**src/source/keypad_consts.svh**
```systemverilog
/* Keypad constants */

`ifndef KEYPAD_CONSTS_SVH
`define KEYPAD_CONSTS_SVH

// ==============================
// Expression buffer
// ==============================

`define EXPR_DEPTH      32  // Buffer slots
`define EXPR_CAPACITY   31  // Longest expression kept
`define CHAR_W          8   // One character
`define LEN_W           6   // Holds 0 to EXPR_DEPTH

// ==============================
// Key grids
// ==============================

// Numbers and operators
`define PAGE1_ROWS      4
`define PAGE1_COLS      5

// Functions
`define PAGE2_ROWS      3
`define PAGE2_COLS      3

`define POS_W           3   // Row and column width

// Extended codes of the display font
`define CHAR_SQRT       8'hFB
`define CHAR_PI         8'hE3

`endif
```
**src/source/keypad_pkg.sv**
```systemverilog
/* Keypad shared types */

`include "keypad_consts.svh"

package keypad_pkg;

    typedef enum logic {
        PAGE_NUMBERS,
        PAGE_FUNCTIONS
    } page_t;

    // One command per cycle from the buttons
    typedef enum logic [2:0] {
        NAV_NONE,
        NAV_UP,
        NAV_DOWN,
        NAV_LEFT,
        NAV_RIGHT,
        NAV_SELECT
    } nav_cmd_t;

    // Digits first so that the code equals the digit value
    typedef enum logic [4:0] {
        KEY_0, KEY_1, KEY_2, KEY_3, KEY_4,
        KEY_5, KEY_6, KEY_7, KEY_8, KEY_9,
        KEY_DOT, KEY_POW, KEY_SQRT,
        KEY_DIV, KEY_MUL, KEY_SUB, KEY_ADD,
        KEY_CLEAR, KEY_DELETE, KEY_EQUALS,
        KEY_SIN, KEY_COS, KEY_TAN,
        KEY_LPAREN, KEY_RPAREN, KEY_FACT,
        KEY_LN, KEY_PI, KEY_E
    } key_t;

    typedef struct packed {
        page_t                page;
        logic [`POS_W-1:0]    row;
        logic [`POS_W-1:0]    col;
    } selection_t;

    typedef struct packed {
        logic                 valid;
        key_t                 key;
    } key_event_t;

    // chars[0] is the first character typed
    typedef struct packed {
        logic [2:0][`CHAR_W-1:0]            chars;
        logic [1:0]                         count;
    } spelling_t;

    typedef struct packed {
        logic [`EXPR_DEPTH-1:0][`CHAR_W-1:0] chars;
        logic [`LEN_W-1:0]                   len;
    } expression_t;

endpackage

```
**src/source/keypad_top.sv**
```systemverilog
/* Keypad input top */

`timescale 1ns/1ps

module keypad_top
    import keypad_pkg::*;
(
    input  logic        clk,
    input  logic        reset,
    input  logic [4:0]  btn,            // Active low, centre at bit 0
    output selection_t  selection,
    output expression_t expr_out,
    output logic        expr_valid,
    output logic        expr_complete
);

    nav_cmd_t   nav_cmd;
    key_event_t key_event;

    // Buttons to one command per cycle
    button_press_decoder button_press_decoder_i (
        .clk     (clk),
        .reset   (reset),
        .btn     (btn),
        .nav_cmd (nav_cmd)
    );

    // Cursor over the pages, key events on centre
    keypad_navigator keypad_navigator_i (
        .clk       (clk),
        .reset     (reset),
        .nav_cmd   (nav_cmd),
        .selection (selection),
        .key_event (key_event)
    );

    expression_editor expression_editor_i (
        .clk           (clk),
        .reset         (reset),
        .key_event     (key_event),
        .expr_out      (expr_out),
        .expr_valid    (expr_valid),
        .expr_complete (expr_complete)
    );

endmodule

```
**src/source/expression_editor.sv**
```systemverilog
/* Expression buffer editor */

`timescale 1ns/1ps
`include "keypad_consts.svh"

module expression_editor
    import keypad_pkg::*;
(
    input  logic        clk,
    input  logic        reset,
    input  key_event_t  key_event,
    output expression_t expr_out,
    output logic        expr_valid,     // Operator hand-off
    output logic        expr_complete   // Equals hand-off
);

    expression_t       buffer;
    spelling_t         spelling;
    logic [`LEN_W:0]   grown_len;  // One spare bit so the sum never wraps
    logic              fits;

    key_spelling key_spelling_i (
        .key      (key_event.key),
        .spelling (spelling)
    );

    assign grown_len = {1'b0, buffer.len} + {{(`LEN_W - 1){1'b0}}, spelling.count};
    assign fits      = (grown_len <= `EXPR_CAPACITY);

    // ==============================
    // Editing rules
    // ==============================

    always_ff @(posedge clk) begin
        if (reset) begin
            buffer.len    <= '0;
            expr_out.len  <= '0;
            expr_valid    <= 1'b0;
            expr_complete <= 1'b0;
        end else begin
            expr_valid    <= 1'b0;
            expr_complete <= 1'b0;

            if (key_event.valid) begin
                case (key_event.key)
                    KEY_CLEAR: buffer.len <= '0;
                    KEY_DELETE: begin
                        if (buffer.len != 0) buffer.len <= buffer.len - 1'b1;
                    end
                    KEY_DIV, KEY_MUL, KEY_SUB, KEY_ADD: begin
                        if (buffer.len != 0) begin
                            expr_out        <= buffer;
                            expr_valid      <= 1'b1;
                            // Next operand starts with the operator
                            buffer.chars[0] <= spelling.chars[0];
                            buffer.len      <= `LEN_W'(1);
                        end
                    end
                    KEY_EQUALS: begin
                        if (buffer.len != 0) begin
                            expr_out      <= buffer;
                            expr_complete <= 1'b1;
                            buffer.len    <= '0;
                        end
                    end
                    default: begin
                        // Whole spelling or nothing
                        if (fits) begin
                            for (int i = 0; i < 3; i++) begin
                                if (i < spelling.count) begin
                                    buffer.chars[buffer.len[`LEN_W-2:0] + (`LEN_W - 1)'(i)]
                                        <= spelling.chars[i];
                                end
                            end
                            buffer.len <= grown_len[`LEN_W-1:0];
                        end
                    end
                endcase
            end
        end
    end

    // ==============================
    // Checks
    // ==============================

    a_len_in_range: assert property (@(posedge clk) disable iff (reset)
        buffer.len <= `EXPR_CAPACITY)
        else $error("expression length above capacity");

    a_single_pulse: assert property (@(posedge clk) disable iff (reset)
        !(expr_valid && expr_complete))
        else $error("valid and complete pulses overlap");

endmodule

```
**src/source/key_spelling.sv**
```systemverilog
/* Key to characters */

`timescale 1ns/1ps
`include "keypad_consts.svh"

module key_spelling
    import keypad_pkg::*;
(
    input  key_t      key,
    output spelling_t spelling
);

    function automatic spelling_t spell(input logic [`CHAR_W-1:0] c0,
                                        input logic [`CHAR_W-1:0] c1,
                                        input logic [`CHAR_W-1:0] c2,
                                        input logic [1:0]         n);
        spelling_t s;
        s.chars[0] = c0;
        s.chars[1] = c1;
        s.chars[2] = c2;
        s.count    = n;
        return s;
    endfunction

    always_comb begin
        case (key)
            KEY_0, KEY_1, KEY_2, KEY_3, KEY_4, KEY_5, KEY_6, KEY_7, KEY_8, KEY_9:
                spelling = spell(8'h30 + {3'b000, key}, 8'h00, 8'h00, 2'd1);  // ASCII digit
            KEY_DOT:    spelling = spell(".", 8'h00, 8'h00, 2'd1);
            KEY_POW:    spelling = spell("^", 8'h00, 8'h00, 2'd1);
            KEY_SQRT:   spelling = spell(`CHAR_SQRT, 8'h00, 8'h00, 2'd1);
            KEY_SIN:    spelling = spell("s", "i", "n", 2'd3);
            KEY_COS:    spelling = spell("c", "o", "s", 2'd3);
            KEY_TAN:    spelling = spell("t", "a", "n", 2'd3);
            KEY_LPAREN: spelling = spell("(", 8'h00, 8'h00, 2'd1);
            KEY_RPAREN: spelling = spell(")", 8'h00, 8'h00, 2'd1);
            KEY_FACT:   spelling = spell("!", 8'h00, 8'h00, 2'd1);
            KEY_LN:     spelling = spell("l", "n", 8'h00, 2'd2);
            KEY_PI:     spelling = spell(`CHAR_PI, 8'h00, 8'h00, 2'd1);
            KEY_E:      spelling = spell("e", 8'h00, 8'h00, 2'd1);
            // Operators append nothing; char 0 restarts the buffer
            KEY_DIV:    spelling = spell("/", 8'h00, 8'h00, 2'd0);
            KEY_MUL:    spelling = spell("*", 8'h00, 8'h00, 2'd0);
            KEY_SUB:    spelling = spell("-", 8'h00, 8'h00, 2'd0);
            KEY_ADD:    spelling = spell("+", 8'h00, 8'h00, 2'd0);
            default:    spelling = spell(8'h00, 8'h00, 8'h00, 2'd0);  // C, D and =
        endcase
    end

endmodule

```
**src/source/keypad_navigator.sv**
```systemverilog
/* Keypad selection control */

`timescale 1ns/1ps
`include "keypad_consts.svh"

module keypad_navigator
    import keypad_pkg::*;
(
    input  logic       clk,
    input  logic       reset,
    input  nav_cmd_t   nav_cmd,
    output selection_t selection,
    output key_event_t key_event
);

    logic [`POS_W-1:0] last_row;
    logic [`POS_W-1:0] last_col;
    key_t              mapped_key;

    key_map key_map_i (
        .sel (selection),
        .key (mapped_key)
    );

    // Grid edge of the page shown
    assign last_row = (selection.page == PAGE_NUMBERS) ? `POS_W'(`PAGE1_ROWS - 1)
                                                       : `POS_W'(`PAGE2_ROWS - 1);
    assign last_col = (selection.page == PAGE_NUMBERS) ? `POS_W'(`PAGE1_COLS - 1)
                                                       : `POS_W'(`PAGE2_COLS - 1);

    always_ff @(posedge clk) begin
        if (reset) begin
            selection <= '{page: PAGE_NUMBERS, row: '0, col: '0};
            key_event <= '{valid: 1'b0, key: KEY_0};
        end else begin
            key_event.valid <= 1'b0;
            case (nav_cmd)
                NAV_UP: begin
                    if (selection.row != 0) selection.row <= selection.row - 1'b1;
                end
                NAV_DOWN: begin
                    if (selection.row < last_row) selection.row <= selection.row + 1'b1;
                end
                NAV_LEFT: begin
                    if (selection.page == PAGE_FUNCTIONS && selection.col == 0) begin
                        // Back to the right edge of page 1
                        selection.page <= PAGE_NUMBERS;
                        selection.row  <= '0;
                        selection.col  <= `POS_W'(`PAGE1_COLS - 1);
                    end else if (selection.col != 0) begin
                        selection.col <= selection.col - 1'b1;
                    end
                end
                NAV_RIGHT: begin
                    if (selection.page == PAGE_NUMBERS && selection.col == last_col) begin
                        selection.page <= PAGE_FUNCTIONS;
                        selection.row  <= '0;
                        selection.col  <= '0;
                    end else if (selection.col < last_col) begin
                        selection.col <= selection.col + 1'b1;
                    end
                end
                NAV_SELECT: key_event <= '{valid: 1'b1, key: mapped_key};
                default: ;
            endcase
        end
    end

    // Page wraps must land inside the new page
    a_sel_in_grid: assert property (@(posedge clk) disable iff (reset)
        selection.row <= last_row && selection.col <= last_col)
        else $error("selection outside page grid");

endmodule

```
**src/source/key_map.sv**
```systemverilog
/* Keypad position to key */

`timescale 1ns/1ps

module key_map
    import keypad_pkg::*;
(
    input  selection_t sel,
    output key_t       key
);

    // Row and column are one octal digit each
    always_comb begin
        key = KEY_0;
        if (sel.page == PAGE_NUMBERS) begin
            case ({sel.row, sel.col})
                6'o00:   key = KEY_7;
                6'o01:   key = KEY_8;
                6'o02:   key = KEY_9;
                6'o03:   key = KEY_DIV;
                6'o04:   key = KEY_CLEAR;
                6'o10:   key = KEY_4;
                6'o11:   key = KEY_5;
                6'o12:   key = KEY_6;
                6'o13:   key = KEY_MUL;
                6'o14:   key = KEY_DELETE;
                6'o20:   key = KEY_1;
                6'o21:   key = KEY_2;
                6'o22:   key = KEY_3;
                6'o23:   key = KEY_SUB;
                6'o24:   key = KEY_ADD;
                6'o30:   key = KEY_0;
                6'o31:   key = KEY_DOT;
                6'o32:   key = KEY_POW;
                6'o33:   key = KEY_SQRT;
                6'o34:   key = KEY_EQUALS;
                default: key = KEY_0;  // Off the grid
            endcase
        end else begin
            // Function page
            case ({sel.row, sel.col})
                6'o00:   key = KEY_SIN;
                6'o01:   key = KEY_COS;
                6'o02:   key = KEY_TAN;
                6'o10:   key = KEY_LPAREN;
                6'o11:   key = KEY_RPAREN;
                6'o12:   key = KEY_FACT;
                6'o20:   key = KEY_LN;
                6'o21:   key = KEY_PI;
                6'o22:   key = KEY_E;
                default: key = KEY_0;
            endcase
        end
    end

endmodule

```
**src/source/button_press_decoder.sv**
```systemverilog
/* Button press decoder */

`timescale 1ns/1ps

module button_press_decoder
    import keypad_pkg::*;
(
    input  logic       clk,
    input  logic       reset,
    input  logic [4:0] btn,      // Active low: down, right, left, up, centre
    output nav_cmd_t   nav_cmd
);

    logic [4:0] btn_prev;
    logic [4:0] pressed;

    // High for one sample on a high to low transition
    assign pressed = ~btn & btn_prev;

    always_ff @(posedge clk) begin
        if (reset) begin
            btn_prev <= '1;  // Held buttons do not count as presses
            nav_cmd  <= NAV_NONE;
        end else begin
            btn_prev <= btn;

            // Only one command wins per cycle
            if (pressed[1]) begin
                nav_cmd <= NAV_UP;
            end else if (pressed[4]) begin
                nav_cmd <= NAV_DOWN;
            end else if (pressed[2]) begin
                nav_cmd <= NAV_LEFT;
            end else if (pressed[3]) begin
                nav_cmd <= NAV_RIGHT;
            end else if (pressed[0]) begin
                nav_cmd <= NAV_SELECT;
            end else begin
                nav_cmd <= NAV_NONE;
            end
        end
    end

endmodule

```
**config.mk**
```make
export PLATFORM = sky130hd
export DESIGN_NAME = keypad_top
export DESIGN_NICKNAME = d
export VERILOG_FILES = /design/src/source/keypad_pkg.sv /design/src/source/keypad_top.sv /design/src/source/expression_editor.sv /design/src/source/key_spelling.sv /design/src/source/keypad_navigator.sv /design/src/source/key_map.sv /design/src/source/button_press_decoder.sv
export VERILOG_INCLUDE_DIRS = /design/src /design/src/source
export SDC_FILE = /design/constraint.sdc
export NUM_CORES = 1
export LEC_CHECK = 0
export BUFFER_PORTS_ARGS = -buffer_cell sky130_fd_sc_hd__buf_2
export CELL_PAD_IN_SITES_DETAIL_PLACEMENT = 2
export CELL_PAD_IN_SITES_GLOBAL_PLACEMENT = 2
export CORE_ASPECT_RATIO = 1.4
export CORE_UTILIZATION = 44
export CTS_BUF_LIST = sky130_fd_sc_hd__clkbuf_4
export DETAILED_ROUTE_END_ITERATION = 7
export PLACE_DENSITY = 0.94
export SLEW_MARGIN = 20
export SYNTH_ARGS = -nofsm -noshare
export SYNTH_HDL_FRONTEND = slang
export SYNTH_SLANG_ARGS = --single-unit
```
**constraint.sdc**
```tcl
create_clock -name clk -period 42.3 [get_ports clk]
set_input_delay 2.115 -clock clk [delete_from_list [all_inputs] [get_ports clk]]
set_output_delay 2.115 -clock clk [all_outputs]
set_load 0.05 [all_outputs]
```
==> run_results.csv, run 1 <==
group,metric,value,unit
run_status,status,"complete, no violations",
timing,setup_viol,0,
critical_path,crit_fanout,85,
yosys,synth_edf_count,512,
clock_network,cts.sinks,547,
pwr,p_per_area,40.12,nW/um^2
clock_network,insertion_delay,1.01,ns
die,io_pins,278,
clock_network,clk_path_buf_depth,3,
layout,final_util,0.5164,
die,die_y,282.9,um
die,coreArea,55520,sq um
pwr,ir_worst_vdd,0.01914,mV
yosys,yosys_warnings,0,
clock_network,cts_made_buffers,138,
critical_path,r2r_start,"keypad_navigator_i.key_event[0]",
die,die_area,57340,sq um
timing,period_minus_slack,6.400,ns
place,dpl-instance-area,26730,sq um
routing,routed_via_density,6.933,
layout,area_growth,15.57,%
pwr,comb_power_share,0.020,
routing,routed.top_layer,"met5",
routing,dr_wl_met3,13020,um
routing,vias,22600,
timing,maxSlewViolCount,0,
timing,layout_setup_ws,35.90,ns
pwr,swShare,0.2623,
clock_network,htreeDepth,4,
clock_network,root_buffer,"clkbuf_4",
clock_network,post_cts_buffers,0,
timing,fmax,0.1562,GHz
yosys,syn_area_per_cell,11.59,sq um
yosys,yosysSeqAreaShare,0.6481,
routing,avgRoutedWirePerCell,38.37,um
pwr,power.share.clock,0.467,
yosys,yosysTopAreaCell,"edfxtp_1",
timing,final-hold-violation-count,0,
yosys,ys_ff_latch,547,
die,die_x,202.7,um
pwr,seqPwrFrac,0.513,
die,rows,102,
pwr,p_int,0.8484,mW
clock_network,cts_resized,0,
routing,drc,0,
routing,drt-initial-drc-count,3179,
timing,rsz0062_at_grt,"false",
clock_network,cts_tree,"done",
routing,wl_met2,60180,um
global_route,grt_pass1_wl,168900,um
yosys,dominantRegCellSynth,"edfxtp_1",
yosys,synth_top_area_frac,0.6199,
place,port_buffers,277,
yosys,yosys-top-cells-area,"edfxtp_1, nand2_1, nor2_1",
clock_network,cts_hold_buf,0,
routing,drt-pass1-iter-count,6,
critical_path,start_kind,"register",
timing,tightest_slew,1.284,ns
yosys,syn_nets,2172,
layout,fill_cells,5387,
clock_network,clk_pin_slew,0.11,ns
critical_path,end_kind,"register",
yosys,synthCells,2140,
yosys,synth_area,24800,sq um
global_route,grt_overflow,0,
critical_path,cp-startpoint,"keypad_navigator_i.key_event[0]",
worst_hold_path,hp-class,"reg -> reg",
pwr,p_leak,10.85,nW
global_route,track_usage,0.4057,
global_route,antenna_found_initial,10,
critical_path,cp.required,42.86,ns
die,start_util,0.4468,
layout,fin_nets,2460,
routing,wl_met1,40400,um
place,dp_cells,3012,
layout,final-instance-count-excl-fill,3260,
place,place.gp.congestion,0.8689,
timing,period_share,0.1513,
worst_hold_path,hold_start,"expression_editor_i.buffer[259]",
layout,final_area,28670,sq um
routing,drtAntennaViolNets,0,
global_route,grt_pass1_vias,23660,
yosys,async_flop_share,0,
timing,slew_headroom,0.1375,
job,cap_violations,0,
pwr,switchingPower,0.3016,mW
timing,fin_tns_setup,0,ns
global_route,grt_max_degree,186,
layout,drive_above_1_share,0.2270,
routing,wirelength,125100,um
critical_path,cp_data_arrival_time,6.96,ns
yosys,synth.distinct_cells,82,
timing,finClkSkew,0.08007,ns
critical_path,crit_type,"reg -> reg",
place,dp_hpwl,65050,um
place,pre_cts_ws,36.27,ns
==> layer usage <==
metal / up-vias / global-route usage
met1: 11160 / 0.4485
met2: 2028 / 0.6780
met5: - / 0
li1: 8650 / -
met3: 760 / 0.09259
met4: 6 / 0.3041
==> power groups by stage <==
stage	registers [mW]	logic [mW]	clock network, mW
3_3_place_gp	0.601	0.0203	0
6_report	0.589	0.0230	0.538
4_1_cts	0.589	0.0226	0.517
5_1_grt	0.590	0.0248	0.553
3_5_place_dp	0.602	0.0219	0
2_1_floorplan	0.601	0.0158	0
==> final timing paths <==
path / end / slack, ns / depth (start not counted)
max: expression_editor_i.buffer[76] / 35.90 / 13
max reg2reg: expression_editor_i.buffer[76] / 35.90 / 13
min reg2reg: expression_editor_i.expr_out[259] / 0.44 / 0
min: expression_editor_i.expr_out[259] / 0.44 / 0
==> cells by family (layout without fill, tap and decap cells) <==
family          count (synthesis)  after routing  synth area share
flops                         547            547            0.6481
xor+xnor                        9              9          0.003178
fa+ha+maj                      26             26           0.01337
mux                            82             82           0.03339
compound gates                581            581            0.1490
other cells                     0              8                 0
simple gates                  715            715            0.1222
buf+inv                       180            564           0.03077
==> placed cells by master, fill, tap and decap left out, types with 44 or more instances in the layout <==
cell type | Yosys | routed
edfxtp_1 | 512 | 512
nand2_1 | 342 | 342
buf_2 | 49 | 277
nor2_1 | 218 | 214
clkbuf_4 | 0 | 203
o21ai_0 | 152 | 152
a21oi_1 | 140 | 139
o211ai_1 | 109 | 109
mux2i_1 | 79 | 79
o2111ai_1 | 51 | 51
nand3_1 | 49 | 48
o22ai_1 | 44 | 44
==> synthesized netlist by cell type, types with 4 or more instances <==
| master | instances |
|---|---|
| and3_1 | 13 |
| nand3_1 | 49 |
| xnor2_1 | 8 |
| inv_1 | 20 |
| or2_2 | 9 |
| nand2_1 | 342 |
| o2111ai_1 | 51 |
| nor3_1 | 16 |
| o31ai_1 | 4 |
| a211oi_1 | 7 |
| mux2i_1 | 79 |
| and2_1 | 8 |
| a32oi_1 | 4 |
| a31oi_1 | 9 |
| o22ai_1 | 44 |
| o21a_1 | 4 |
| buf_1 | 4 |
| a22oi_1 | 6 |
| nor2b_1 | 13 |
| o21ai_1 | 7 |
| o211ai_1 | 109 |
| ha_1 | 24 |
| nand2b_1 | 15 |
| dfxtp_1 | 35 |
| nor2_2 | 6 |
| buf_2 | 49 |
| a21oi_1 | 140 |
| edfxtp_1 | 512 |
| nor2_1 | 218 |
| o21ai_0 | 152 |
| clkbuf_1 | 100 |
| nand4_1 | 6 |
| a221oi_1 | 8 |
==> sequential cells by signal, indices dropped and copies added (netlist names) <==
signal	cells
button_press_decoder_i.btn_prev	5
button_press_decoder_i.nav_cmd	3
expression_editor_i.buffer	262
expression_editor_i.expr_complete	1
expression_editor_i.expr_out	262
expression_editor_i.expr_valid	1
keypad_navigator_i.key_event	6
keypad_navigator_i.selection	7
==> final cells by class <==
class                      instances  area (sq um)  area share
clock buffer                     203          1524     0.05316
timing repair buffer             306          1680     0.05862
inverter                          22         82.58    0.002881
tap                              728         910.9     0.03178
antenna                            8         20.02   0.0006984
clock inverter                    33         291.5     0.01017
sequential                       547         16080      0.5608
multi-input combinational       1413          8082      0.2819
==> worst max-delay path, stage by stage (launching register included) <==
cell and delay (ns):
dfxtp_1 0.92, nand2_1 0.42, a21o_4 0.38, and2_1 0.38
xnor2_1 0.22, ha_1 0.27, o21ai_0 0.35, o211ai_1 0.23
a31oi_1 0.31, nand2_1 0.20, nor2_4 0.54, buf_4 0.48
buf_16 0.35, buf_6 0.74
==> per-stage QoR <==
stage               hold WS (ns)  total power, mW
floorplan                 0.4208           0.6167
global placement          0.4336           0.6214
detailed placement        0.4436           0.6235
CTS                       0.4541            1.129
global route              0.4579            1.168
finish                    0.4360            1.150
Power figures use the tool's default switching activity.
==> run 2: changes to the inputs <==
CORE_UTILIZATION = 37   (was 44)
PLACE_DENSITY = 0.85   (was 0.94)
clock period = 5.5 ns   (was 42.3 ns; I/O delays follow)
==> run_results.csv, run 2 (synthesized netlist as in run 1, its figures left out) <==
group,metric,value,unit
run_status,status,"finished, violations left",
run_status,violations,"DRC",
pwr,p_total,8.295,mW
global_route,grt_overflow,0,
critical_path,crit_chain,"nand2_1, a21o_4, and2_4, xnor2_1, ha_2, o21ai_1, o211ai_1, a31oi_1, nand2_1, nor2_4, buf_4",
layout,fill_cells,6785,
global_route,grt_pass1_wl,138400,um
layout,drive_above_1_share,0.2255,
layout,final_util,0.4398,
timing,setup_viol,0,
global_route,grt_max_degree,102,
layout,final_cell_mix,"edfxtp_1, nand2_1, buf_2",
timing,fin_tns_setup,0,ns
place,port_buffers,277,
die,die_x,220.8,um
clock_network,htreeDepth,4,
critical_path,worstRegToRegCells,11,
layout,top_regs,"expression_editor_i.buffer (262), expression_editor_i.expr_out (262), keypad_navigator_i.selection (7)",
clock_network,cts.sinks,547,
clock_network,insertion_delay,1.06,ns
clock_network,clk_pin_slew,0.06,ns
global_route,grt_pass1_vias,21590,
routing,drt-initial-drc-count,1436,
timing,slew_headroom,0.2794,
die,io_pins,278,
place,dpl-instance-area,27020,sq um
place,dp_hpwl,61000,um
timing,final-hold-violation-count,0,
critical_path,cp_common_cell,"nand2_1",
worst_hold_path,hp-class,"in -> reg",
die,start_util,0.3768,
layout,final_common_cell,"edfxtp_1",
layout,area_growth,16.71,%
clock_network,root_buffer,"clkbuf_4",
timing,finClkSkew,0.08036,ns
routing,drtAntennaViolNets,0,
die,rows,111,
global_route,track_usage,0.2728,
timing,fmax,0.2405,GHz
routing,vias,19910,
pwr,ir_worst_vdd,0.1246,mV
layout,regArea,16080,sq um
routing,routed_via_density,5.856,
critical_path,end_kind,"register",
timing,tightest_slew,1.081,ns
critical_path,start_kind,"register",
routing,drc,23,
routing,drt-pass1-iter-count,7,
global_route,antenna_found_initial,4,
critical_path,crit_fanout,46,
pwr,p_per_area,286.5,nW/um^2
critical_path,slowest_delay,0.90,ns
layout,multi_input_area,8093,sq um
clock_network,cts_made_buffers,137,
clock_network,post_cts_buffers,0,
timing,period_share,0.7560,
timing,period_minus_slack,4.158,ns
clock_network,clk_path_buf_depth,3,
job,cap_violations,0,
clock_network,cts_tree,"done",
routing,avgRoutedWirePerCell,27.40,um
timing,maxSlewViolCount,0,
layout,final_area,28950,sq um
pwr,p_leak,10.90,nW
critical_path,crit_path_top_delay_cell,"dfxtp_1",
critical_path,crit_type,"reg -> reg",
die,die_area,68090,sq um
layout,fin_nets,2482,
place,place.gp.congestion,0.8643,
worst_hold_path,hold_depth,5,
die,coreArea,65830,sq um
critical_path,cp.required,6.12,ns
routing,wirelength,93130,um
critical_path,cp_data_arrival_time,4.78,ns
die,die_y,308.4,um
timing,rsz0062_at_grt,"false",
[run 2: cell types whose count changed in the layout (fill, tap and decap cells not counted), sizes merged]
cell	delta
buf	+7
clkbuf	-12
dlygate4sd3	+16
bufinv	-2
clkinv	+13
diode	-2
[run 2: area by class of cell]
class / count / share of cell area
Antenna cell: 6 / 0.0005187
Clock inverter: 44 / 0.009941
Sequential cell: 547 / 0.5554
Inverter: 22 / 0.002853
Tap cell: 847 / 0.03661
Clock buffer: 191 / 0.04953
Timing Repair Buffer: 329 / 0.06561
Multi-Input combinational cell: 1413 / 0.2796
[run 2: final timing paths]
check             slack [ns]                            start                                 to
setup / recovery        1.34  keypad_navigator_i.key_event[0]    expression_editor_i.buffer[231]
hold / removal          0.14                           btn[1]  button_press_decoder_i.nav_cmd[0]
setup reg to reg        1.34  keypad_navigator_i.key_event[0]    expression_editor_i.buffer[231]
hold reg to reg         0.43   expression_editor_i.buffer[91]   expression_editor_i.expr_out[91]
[run 2: stage by stage]
| step | std cells | hold WS [ns] | setup WS, ns |
|---|---|---|---|
| after global placement | 3141 | 0.4330 | 1.661 |
| after detailed placement | 3141 | 0.4384 | 1.479 |
| after global routing | 3399 | 0.07008 | 1.107 |
| after floorplan | 2140 | 0.3788 | -0.6039 |
| final | 3399 | 0.1398 | 1.342 |
| after CTS | 3392 | 0.007525 | 1.366 |
[run 2: repair_timing]
action                                 4_1_cts  5_1_grt
hold buffers                                16        0
setup endpoints to repair                    0        0
resized for setup                            0        0
endpoints found under the hold margin       56        0
[run 2: per-layer routing]
layer / share of wire / GRT usage
met1: 0.38 / 0.3058
met2: 0.52 / 0.4958
met3: 0.055 / 0.05363
met4: 0.041 / 0.1298
met5: 0 / 0
[run 2: worst max-delay path: cells and delay by family (launching register included)]
family,cells,cell delay [ns]
and+or+nand+nor,4,1.05
DFF,1,0.90
AOI/OAI and AO/OA,4,0.79
buffers and inverters,1,0.58
adders and majority gates,1,0.22
xor gates and xnor gates,1,0.14
[run 2: power by group]
part | total [mW] | internal (mW) | switching [mW]
clock network | 3.58 | 1.79 | 1.79
logic | 0.178 | 0.0692 | 0.109
registers | 4.54 | 4.50 | 0.0396
